===== src/hdl/uart_io_pkg.sv =====
package uart_io_pkg;

    //----------------------------------------
    // Bus and payload types
    //----------------------------------------
    typedef logic [31:0] word_t;
    typedef logic [7:0]  byte_t;

    //----------------------------------------
    // Register map
    //----------------------------------------
    localparam word_t STATUS_ADDR  = 32'h8000_0000;
    localparam word_t RX_DATA_ADDR = 32'h8000_0004;
    localparam word_t TX_DATA_ADDR = 32'h8000_0008;

    // Low two bits pick a byte lane and take no part in decode
    localparam word_t ADDR_WORD_MASK = 32'hFFFF_FFFC;

    // Status word bit positions
    localparam int STATUS_TX_READY_BIT = 0;
    localparam int STATUS_RX_VALID_BIT = 1;

    //----------------------------------------
    // Serial bit timing
    //----------------------------------------
    localparam int CLOCKS_PER_BIT = 8;

    // Wide enough to hold CLOCKS_PER_BIT itself
    typedef logic [$clog2(CLOCKS_PER_BIT + 1) - 1:0] bit_count_t;

endpackage


===== src/hdl/uart_byte_if.sv =====
`timescale 1ns/100ps

interface uart_byte_if;
    import uart_io_pkg::*;

    // Transmit stream into the serializer
    byte_t tx_data;
    logic  tx_valid;
    logic  tx_ready;

    // Receive stream out of the holding buffer
    byte_t rx_data;
    logic  rx_valid;
    logic  rx_ready;

    modport bridge (
        output tx_data, tx_valid, rx_ready,
        input  tx_ready, rx_data, rx_valid
    );

    modport transmitter (
        input  tx_data, tx_valid,
        output tx_ready
    );

    modport receiver (
        output rx_data, rx_valid,
        input  rx_ready
    );

endinterface


===== src/hdl/uart_io_top.sv =====
`timescale 1ns/100ps

module uart_io_top (
    input  logic               Clock,
    input  logic               reset,
    input  uart_io_pkg::word_t addr,
    input  uart_io_pkg::word_t write_data,
    input  logic               io_write,
    input  logic               io_read,
    output uart_io_pkg::word_t read_data,
    input  logic               serial_in,
    output logic               serial_out
);

    // Both byte streams in one bundle
    uart_byte_if bytes ();

    //----------------------------------------
    // Bus side
    //----------------------------------------
    uart_mmio_bridge i_uart_mmio_bridge (
        .Clock      (Clock),
        .reset      (reset),
        .addr       (addr),
        .write_data (write_data),
        .io_write   (io_write),
        .io_read    (io_read),
        .read_data  (read_data),
        .bytes      (bytes.bridge)
    );

    //----------------------------------------
    // Serial side
    //----------------------------------------
    uart_transmitter i_uart_transmitter (
        .Clock      (Clock),
        .reset      (reset),
        .bytes      (bytes.transmitter),
        .serial_out (serial_out)
    );

    // Line input is asynchronous to Clock
    uart_receiver i_uart_receiver (
        .Clock     (Clock),
        .reset     (reset),
        .serial_in (serial_in),
        .bytes     (bytes.receiver)
    );

endmodule


===== src/hdl/uart_mmio_bridge.sv =====
`timescale 1ns/100ps

module uart_mmio_bridge (
    input  logic               Clock,
    input  logic               reset,
    input  uart_io_pkg::word_t addr,
    input  uart_io_pkg::word_t write_data,
    input  logic               io_write,
    input  logic               io_read,
    output uart_io_pkg::word_t read_data,
    uart_byte_if.bridge        bytes
);
    import uart_io_pkg::*;

    word_t word_addr;
    logic  rx_sel;
    logic  tx_sel;
    word_t status_word;
    word_t read_next;

    //----------------------------------------
    // Address decode
    //----------------------------------------
    assign word_addr = addr & ADDR_WORD_MASK;
    assign rx_sel    = (word_addr == RX_DATA_ADDR);
    assign tx_sel    = (word_addr == TX_DATA_ADDR);

    //----------------------------------------
    // Transmit path
    //----------------------------------------
    // Byte offset picks the lane of the store word
    always_comb
    begin
        case (addr[1:0])
            2'b00:
                bytes.tx_data = write_data[7:0];
            2'b01:
                bytes.tx_data = write_data[15:8];
            2'b10:
                bytes.tx_data = write_data[23:16];
            2'b11:
                bytes.tx_data = write_data[31:24];
        endcase
    end

    // Write while busy is dropped, software polls status first
    assign bytes.tx_valid = io_write && tx_sel && bytes.tx_ready;

    //----------------------------------------
    // Receive path
    //----------------------------------------
    // Pop only when a byte is actually held
    assign bytes.rx_ready = io_read && rx_sel && bytes.rx_valid;

    always_comb
    begin
        status_word = '0;
        status_word[STATUS_TX_READY_BIT] = bytes.tx_ready;
        status_word[STATUS_RX_VALID_BIT] = bytes.rx_valid;
    end

    // Unmapped reads and empty-buffer reads give zero
    always_comb
    begin
        case (word_addr)
            STATUS_ADDR:
                read_next = status_word;
            RX_DATA_ADDR:
            begin
                if (bytes.rx_valid)
                    read_next = {24'b0, bytes.rx_data};
                else
                    read_next = '0;
            end
            default:
                read_next = '0;
        endcase
    end

    //----------------------------------------
    // Registered read data
    //----------------------------------------
    // Holds its value between reads
    always_ff @(posedge Clock)
    begin
        if (reset)
            read_data <= '0;
        else if (io_read)
            read_data <= read_next;
    end

endmodule


===== src/hdl/uart_receiver.sv =====
`timescale 1ns/100ps

module uart_receiver (
    input  logic          Clock,
    input  logic          reset,
    input  logic          serial_in,
    uart_byte_if.receiver bytes
);
    import uart_io_pkg::*;

    typedef enum logic [1:0] {
        state_idle,
        state_start,
        state_data,
        state_stop
    } rx_state_t;

    logic [1:0] sync_reg;
    logic       line;
    logic       line_prev;
    logic       start_edge;
    rx_state_t  state;
    bit_count_t clock_count;
    logic [2:0] bit_index;
    byte_t      shift_reg;
    byte_t      hold_data;
    logic       hold_valid;
    logic       mid_start;
    logic       bit_done;
    logic       frame_ok;

    assign line       = sync_reg[1];
    assign start_edge = line_prev & ~line;

    // Start bit is checked halfway, later bits one full period apart
    assign mid_start = (clock_count == bit_count_t'(CLOCKS_PER_BIT / 2 - 1));
    assign bit_done  = (clock_count == bit_count_t'(CLOCKS_PER_BIT - 1));

    // Good stop bit seen at its sample point
    assign frame_ok = (state == state_stop) && bit_done && line;

    assign bytes.rx_data  = hold_data;
    assign bytes.rx_valid = hold_valid;

    //----------------------------------------
    // Input synchronizer
    //----------------------------------------
    always_ff @(posedge Clock)
    begin
        if (reset)
        begin
            sync_reg  <= 2'b11;
            line_prev <= 1'b1;
        end
        else
        begin
            sync_reg  <= {sync_reg[0], serial_in};
            line_prev <= line;
        end
    end

    always_ff @(posedge Clock)
    begin
        if (reset || state == state_idle || (state == state_start && mid_start) || bit_done)
            clock_count <= '0;
        else
            clock_count <= clock_count + 1'b1;
    end

    //----------------------------------------
    // Frame sequencing
    //----------------------------------------
    always_ff @(posedge Clock)
    begin
        if (reset)
        begin
            state     <= state_idle;
            bit_index <= '0;
        end
        else
        begin
            case (state)
                state_idle:
                begin
                    if (start_edge)
                        state <= state_start;
                end
                state_start:
                begin
                    // A glitch that is high again by mid-bit is ignored
                    if (mid_start)
                    begin
                        state     <= line ? state_idle : state_data;
                        bit_index <= '0;
                    end
                end
                state_data:
                begin
                    if (bit_done)
                    begin
                        if (bit_index == 3'd7)
                            state <= state_stop;
                        bit_index <= bit_index + 1'b1;
                    end
                end
                state_stop:
                begin
                    if (bit_done)
                        state <= state_idle;
                end
                default:
                    state <= state_idle;
            endcase
        end
    end

    always_ff @(posedge Clock)
    begin
        if (state == state_data && bit_done)
            shift_reg <= {line, shift_reg[7:1]};
    end

    //----------------------------------------
    // One-byte holding buffer
    //----------------------------------------
    always_ff @(posedge Clock)
    begin
        if (reset)
            hold_valid <= 1'b0;
        else if (frame_ok && !hold_valid)
            hold_valid <= 1'b1;
        else if (hold_valid && bytes.rx_ready)
            hold_valid <= 1'b0;
    end

    // Frames arriving while full are lost
    always_ff @(posedge Clock)
    begin
        if (frame_ok && !hold_valid)
            hold_data <= shift_reg;
    end

endmodule


===== src/hdl/uart_transmitter.sv =====
`timescale 1ns/100ps

module uart_transmitter (
    input  logic             Clock,
    input  logic             reset,
    uart_byte_if.transmitter bytes,
    output logic             serial_out
);
    import uart_io_pkg::*;

    typedef enum logic [1:0] {
        state_idle,
        state_start,
        state_data,
        state_stop
    } tx_state_t;

    tx_state_t  state;
    bit_count_t clock_count;
    logic [2:0] bit_index;
    byte_t      shift_reg;
    logic       bit_done;

    // Only accept a new byte between frames
    assign bytes.tx_ready = (state == state_idle);

    // Last cycle of the current bit period
    assign bit_done = (clock_count == bit_count_t'(CLOCKS_PER_BIT - 1));

    always_ff @(posedge Clock)
    begin
        if (reset || state == state_idle || bit_done)
            clock_count <= '0;
        else
            clock_count <= clock_count + 1'b1;
    end

    //----------------------------------------
    // Frame sequencing
    //----------------------------------------
    always_ff @(posedge Clock)
    begin
        if (reset)
        begin
            state      <= state_idle;
            serial_out <= 1'b1;
            bit_index  <= '0;
        end
        else
        begin
            case (state)
                state_idle:
                begin
                    if (bytes.tx_valid)
                    begin
                        state      <= state_start;
                        serial_out <= 1'b0;
                    end
                end
                state_start:
                begin
                    if (bit_done)
                    begin
                        state      <= state_data;
                        serial_out <= shift_reg[0];
                        bit_index  <= '0;
                    end
                end
                state_data:
                begin
                    if (bit_done)
                    begin
                        if (bit_index == 3'd7)
                        begin
                            state      <= state_stop;
                            serial_out <= 1'b1;
                        end
                        else
                        begin
                            serial_out <= shift_reg[0];
                            bit_index  <= bit_index + 1'b1;
                        end
                    end
                end
                state_stop:
                begin
                    if (bit_done)
                        state <= state_idle;
                end
                default:
                    state <= state_idle;
            endcase
        end
    end

    // LSB first, next bit always sits at position 0
    always_ff @(posedge Clock)
    begin
        if (state == state_idle && bytes.tx_valid)
            shift_reg <= bytes.tx_data;
        else if (bit_done && state != state_stop)
            shift_reg <= {1'b0, shift_reg[7:1]};
    end

endmodule


===== config.mk =====
export PLATFORM = sky130hd
export DESIGN_NAME = uart_io_top
export DESIGN_NICKNAME = d
export VERILOG_FILES = /design/src/hdl/uart_io_pkg.sv /design/src/hdl/uart_byte_if.sv /design/src/hdl/uart_io_top.sv /design/src/hdl/uart_mmio_bridge.sv /design/src/hdl/uart_receiver.sv /design/src/hdl/uart_transmitter.sv
export SDC_FILE = /design/constraint.sdc
export NUM_CORES = 1
export LEC_CHECK = 0
export BUFFER_PORTS_ARGS = -buffer_cell sky130_fd_sc_hd__buf_2
export CAP_MARGIN = 15
export CORE_ASPECT_RATIO = 1.25
export CORE_MARGIN = 1.5
export CORE_UTILIZATION = 55
export CTS_BUF_LIST = sky130_fd_sc_hd__clkbuf_8
export CTS_CLUSTER_DIAMETER = 80
export CTS_CLUSTER_SIZE = 12
export DETAILED_ROUTE_END_ITERATION = 6
export PLACE_DENSITY_LB_ADDON = 0.3
export SLEW_MARGIN = 20
export SYNTH_ARGS = -nofsm -noshare
export SYNTH_HDL_FRONTEND = slang
export SYNTH_SLANG_ARGS = --single-unit
export TNS_END_PERCENT = 5

===== constraint.sdc =====
create_clock -name Clock -period 4.4 [get_ports Clock]
set_input_delay 0.88 -clock Clock [delete_from_list [all_inputs] [get_ports Clock]]
set_output_delay 0.88 -clock Clock [all_outputs]
set_load 0.005 [all_outputs]

* After elaboration in Yosys (flattened, before gate mapping) *
Index checks and enable logic that the tools add are counted.

word-level totals
  flip-flop bits (word level) = 79
  input bits = 69
  output and inout port bits = 33
  logic and storage cells = 112

operators by class
  add/sub/neg operators = 4
  equality and inequality tests = 29
  muxes and demuxes = 32
  bitwise logic cells = 2
  reduce and logical (&&, ||, !) cells = 31

operators with widths
  kind                  count
  $eq 30x30->1 const B  3
  $pmux 32 s2           1
  $pmux 8 s4            1
  $mux 8                3
  $mux 2                11
  $ne 2x1->1 const B    10
  $pmux 2 s4            2
  $mux 3                5
  $eq 2x2->1 const B    6
  $logic_and 1x1->1     12
  $pmux 3 s2            2
  $reduce_and 5->1      2
  $add 4x1->4 const B   2
  $eq 4x3->1 const B    2
  $reduce_and 4->1      2
  $reduce_bool 2->1     4
  $add 3x1->3 const B   2
  $eq 2x1->1 const B    3
  $eq 3x3->1 const B    2
  $logic_not 2->1       3
  $mux 1                6
  $logic_or 1x1->1      5
  $eq 4x2->1 const B    1
  $ne 2x2->1 const B    2
  6 further kinds       6

* Depth between registers and ports, before layout *
  depth in word-level cells = 6
  mapped depth = 7
  gate-level depth less buffers = 6

* By module *
A second synthesis with hierarchy kept.

unflattened totals
  cell total of the unflattened synthesis = 231
  area total of the unflattened synthesis = 2766.4 sq um

modules (own cells, without submodules)
  module            instances  cells each  area an instance (sq um)  seq. area each (sq um)
  uart_receiver     1          80          1069.8                    740.7
  uart_transmitter  1          76          894.6                     440.4
  uart_mmio_bridge  1          75          802.0                     160.2

* Worst setup path before layout *
Ideal clock, no wire load.

  path kind = input to register
  start point = input addr[26]
  end point = register i_uart_transmitter.shift_reg[0] (enable)
  setup time = 0.329 ns
  data arrival time = 2.596 ns
  data required time = 4.071 ns
  setup slack = 1.474 ns
  cell stages on the path = 4
  path buffers = 0
  cell sequence = or4_1 or3_4 nor4_4 or2_1

between the ends
  cells in the longest elaborated chain, start to end = 5

ends and longest elaborated chain
  element                          line                     source
  start: declaration               uart_io_top.sv:6         input uart_io_pkg::word_t addr,
  $eq 30x30->1                     uart_mmio_bridge.sv:26   assign tx_sel = (word_addr == TX_DATA_ADDR);
  $logic_and 1x1->1 (2 in series)  uart_mmio_bridge.sv:47   assign bytes.tx_valid = io_write && tx_sel && bytes.tx_ready;
  $logic_and 1x1->1                uart_transmitter.sv:99   if (state == state_idle && bytes.tx_valid)
  $reduce_bool 2->1 (no line)      --
  end signal: assignment           uart_transmitter.sv:100  shift_reg <= bytes.tx_data;
  end signal: assignment           uart_transmitter.sv:102  shift_reg <= {1'b0, shift_reg[7:1]};
  end: declaration                 uart_transmitter.sv:21   byte_t shift_reg;

No other way between the ends.
A chain may end at the register's enable or synchronous reset.

* Worst setup path in the final report *
  start point = input addr[5]
  end point = register i_uart_transmitter.shift_reg[5] (enable)

Same word-level chain as after synthesis.

==> impl_metrics.yaml <==
pwr:
  ir_drop_uv: 242
  intPower_mw: 0.724
  combPwrFrac_pct: 14.9
  p_per_area_mw_per_mm2: 289
  seq_power_share_pct: 56.1
  power_frac_clock_pct: 29.0
  p_switching_mw: 0.255
  p_leak_nw: 1.37
  swShare_pct: 26.0
timing:
  fin_crit_ns: 2.92
  period_share_pct: 66.3
  layout_setup_ws_ns: 1.48
  max_slew_margin_pct: 45.2
  hold_violations: 0
  fmax_mhz: 343
  setup_viol: 0
  timing.setup.tns_ns: 0
  fin_worst_skew_ns: 0.00668
  worst_pin_slew_ns: 0.815
  drv_slew: 0
  rsz0062_at_grt: "no"
min_path:
  hp-class: "reg2reg"
  hp-start: "i_uart_receiver.sync_reg[0]"
  holdPathStages: 1
  hold_path_end: "i_uart_receiver.sync_reg[1]"
clock_network:
  cts-root-buf: "clkbuf_8"
  ctsResizeCount: 0
  cts_max_path_buffers: 2
  cts.sinks: 55
  cts_hold_buf: 0
  htree_levels: 2
  cts_made_buffers: 5
  clk_latency_ns: 0.31
  cts_tree: "yes"
  path_clk_slew_ns: 0.10
  post_cts_buffers: 0
die:
  die_h_um: 85.0
  io_pins: 102
  rows: 29
  start_util_pct: 57.8
  fp.coreArea_mm2: 0.00512
  die_area_mm2: 0.00583
  fp.dieW_um: 68.6
yosys:
  yosys.cell_types.count: 50
  synth-xor-area-share_pct: 1.18
  synthMuxAreaShare_pct: 10.8
  synth_compound_area_share_pct: 7.32
  synth_top_family_by_area: "simple AND/OR/NAND/NOR gates"
  synth-seq-cells: 55
  postSynthCellCount: 275
  synthFlopType: "dfxtp_1"
  synth_fa_ha_area_share_pct: 5.92
  ys_async_sr_fraction_pct: 0
  synth_edf_count: 24
  yosysSeqAreaShare_pct: 45.3
  synth-simple-area-share_pct: 20.5
  syn_avg_cell_area_um2: 10.8
  netlist_area_mm2: 0.00296
  ys_warn_count: 0
setup_path:
  worstPathMaxFanout: 8
  cp-start-kind: "input port"
  cp.depth: 5
  rr_startpoint: "i_uart_transmitter.state[0]"
  critPathMaxStageDelay_ns: 0.56
  cp.required_ns: 4.38
  critPathCaptureType: "flop"
  rr_worst_depth: 5
  arrival_ns: 2.90
  crit_start: "addr[5]"
  cp_slowest_cell: "or4_4"
  rr_endpoint: "i_uart_transmitter.shift_reg[5]"
  crit_chain: "buf_2 > or4_4 > or3_4 > nor4_4 > or2_1"
  worst-path-buf-inv: 1
  r2r_slack_ns: 2.25
  critical_path.top_delay_family: "simple AND/OR/NAND/NOR gates"
  critPathKind: "in2reg"
drt:
  drc: 0
  first_iter_violations: 109
  routedWlPerCell_um: 14.3
  vias_per_cell: 5.49
  postRouteAntennaNets: 0
  routed_wl_um: 5900
  num_vias: 2256
  firstDrtPassIters: 4
grt:
  grt_max_degree: 28
  grt_pass1_wl_um: 9740
  grt_pass1_vias: 2153
  grtUsageTotal_pct: 22.5
  antenna_found_initial: 0
  grt-ovfl-total: 0
placement:
  gp_congestion: 0.771
  dp_hpwl_um: 4670
  port-buffer-count: 77
  place_ws_ns: 1.13
layout:
  diodes: 0
  final_cell_mix: "buf_2, dfxtp_1, conb_1, edfxtp_1, nor2_1"
  fin_nets: 431
  final_common_cell: "buf_2"
  drive_gt1_share_pct: 31.2
  syn_to_final_growth_pct: 14.5
job:
  max_cap_violations: 0
status:
  outcome: "finished, final reports clean"
how the worst max path moves through the flow:
stage	endpoint	slack, ns
detailed placement	i_uart_transmitter.shift_reg[4]	1.13
global route	i_uart_transmitter.shift_reg[5]	1.42
finish	i_uart_transmitter.shift_reg[5]	1.48
global placement	i_uart_transmitter.shift_reg[6]	1.23
CTS	i_uart_transmitter.shift_reg[5]	1.47
floorplan	i_uart_transmitter.shift_reg[0]	1.47
Yosys cell counts (4+ instances only):
cell type   n  area, um^2
dfxtp_1    31         621
buf_4      24         180
edfxtp_1   24         721
nor2_1     19        71.3
a21oi_1    14        70.1
ha_1       14         175
inv_1      12        45.0
nand2b_1   12        75.1
nand3_1    10        50.1
clkbuf_1    8        30.0
mux4_2      8         180
nand2_1     8        30.0
mux2_2      7        78.8
mux2i_1     6        60.1
o21ai_0     6        30.0
nand4_1     5        31.3
nor2b_1     5        31.3
nor4_1      5        31.3
and3_1      4        25.0
nor3_1      4        20.0
o211ai_1    4        30.0
cell type report:
cell class | count | area, um^2
Clock inverter | 3 | 23.8
Tap cell | 62 | 77.6
Multi-Input combinational cell | 197 | 1450
Clock buffer | 5 | 68.8
Sequential cell | 55 | 1340
Fill cell | 411 | 1730
Inverter | 12 | 45.0
Timing Repair Buffer | 77 | 385
cells by family (layout without fill, tap and decap cells):
family | Yosys count | after routing
simple gates | 99 | 99
flops | 55 | 55
buf+inv | 46 | 97
compound gates | 35 | 35
mux | 21 | 21
fa+ha+maj | 14 | 14
xor+xnor | 4 | 4
other cells | 1 | 24
power by group through the flow:
stage                     Sequential (mW)  Clock, mW  Combinational [mW]
after floorplan                     0.558          0               0.110
after global placement              0.560          0               0.142
after detailed placement            0.561          0               0.145
after CTS                           0.549      0.291               0.146
after global routing                0.551      0.310               0.166
final                               0.549      0.284               0.146
worst register-to-register path: stages, from the launching register on:
cell and delay, ns:
dfxtp_1 0.35, inv_1 0.10, ha_1 0.29, nand2b_1 0.16
nor4_4 0.52, or2_1 0.39
through the flow:
step | instance area, um^2 | hold slack, ns | power [mW] | cells | util, %
2_1_floorplan | 3050 | 0.389 | 0.668 | 298 | -
4_1_cts | 3380 | 0.430 | 0.985 | 411 | 66.1
3_3_place_gp | 3290 | 0.394 | 0.702 | 403 | 64.3
5_1_grt | 3390 | 0.434 | 1.03 | 411 | 66.2
6_report | 3390 | 0.425 | 0.978 | 411 | 66.2
3_5_place_dp | 3290 | 0.404 | 0.706 | 403 | 64.3
layer usage:
layer,routed length (um),vias up,global-route usage [%]
li1,-,1107,-
met1,2370,1076,26.2
met2,3130,62,38.6
met3,269,11,5.31
met4,128,0,8.91
met5,0,-,0
(Power assumes the default switching activity.)
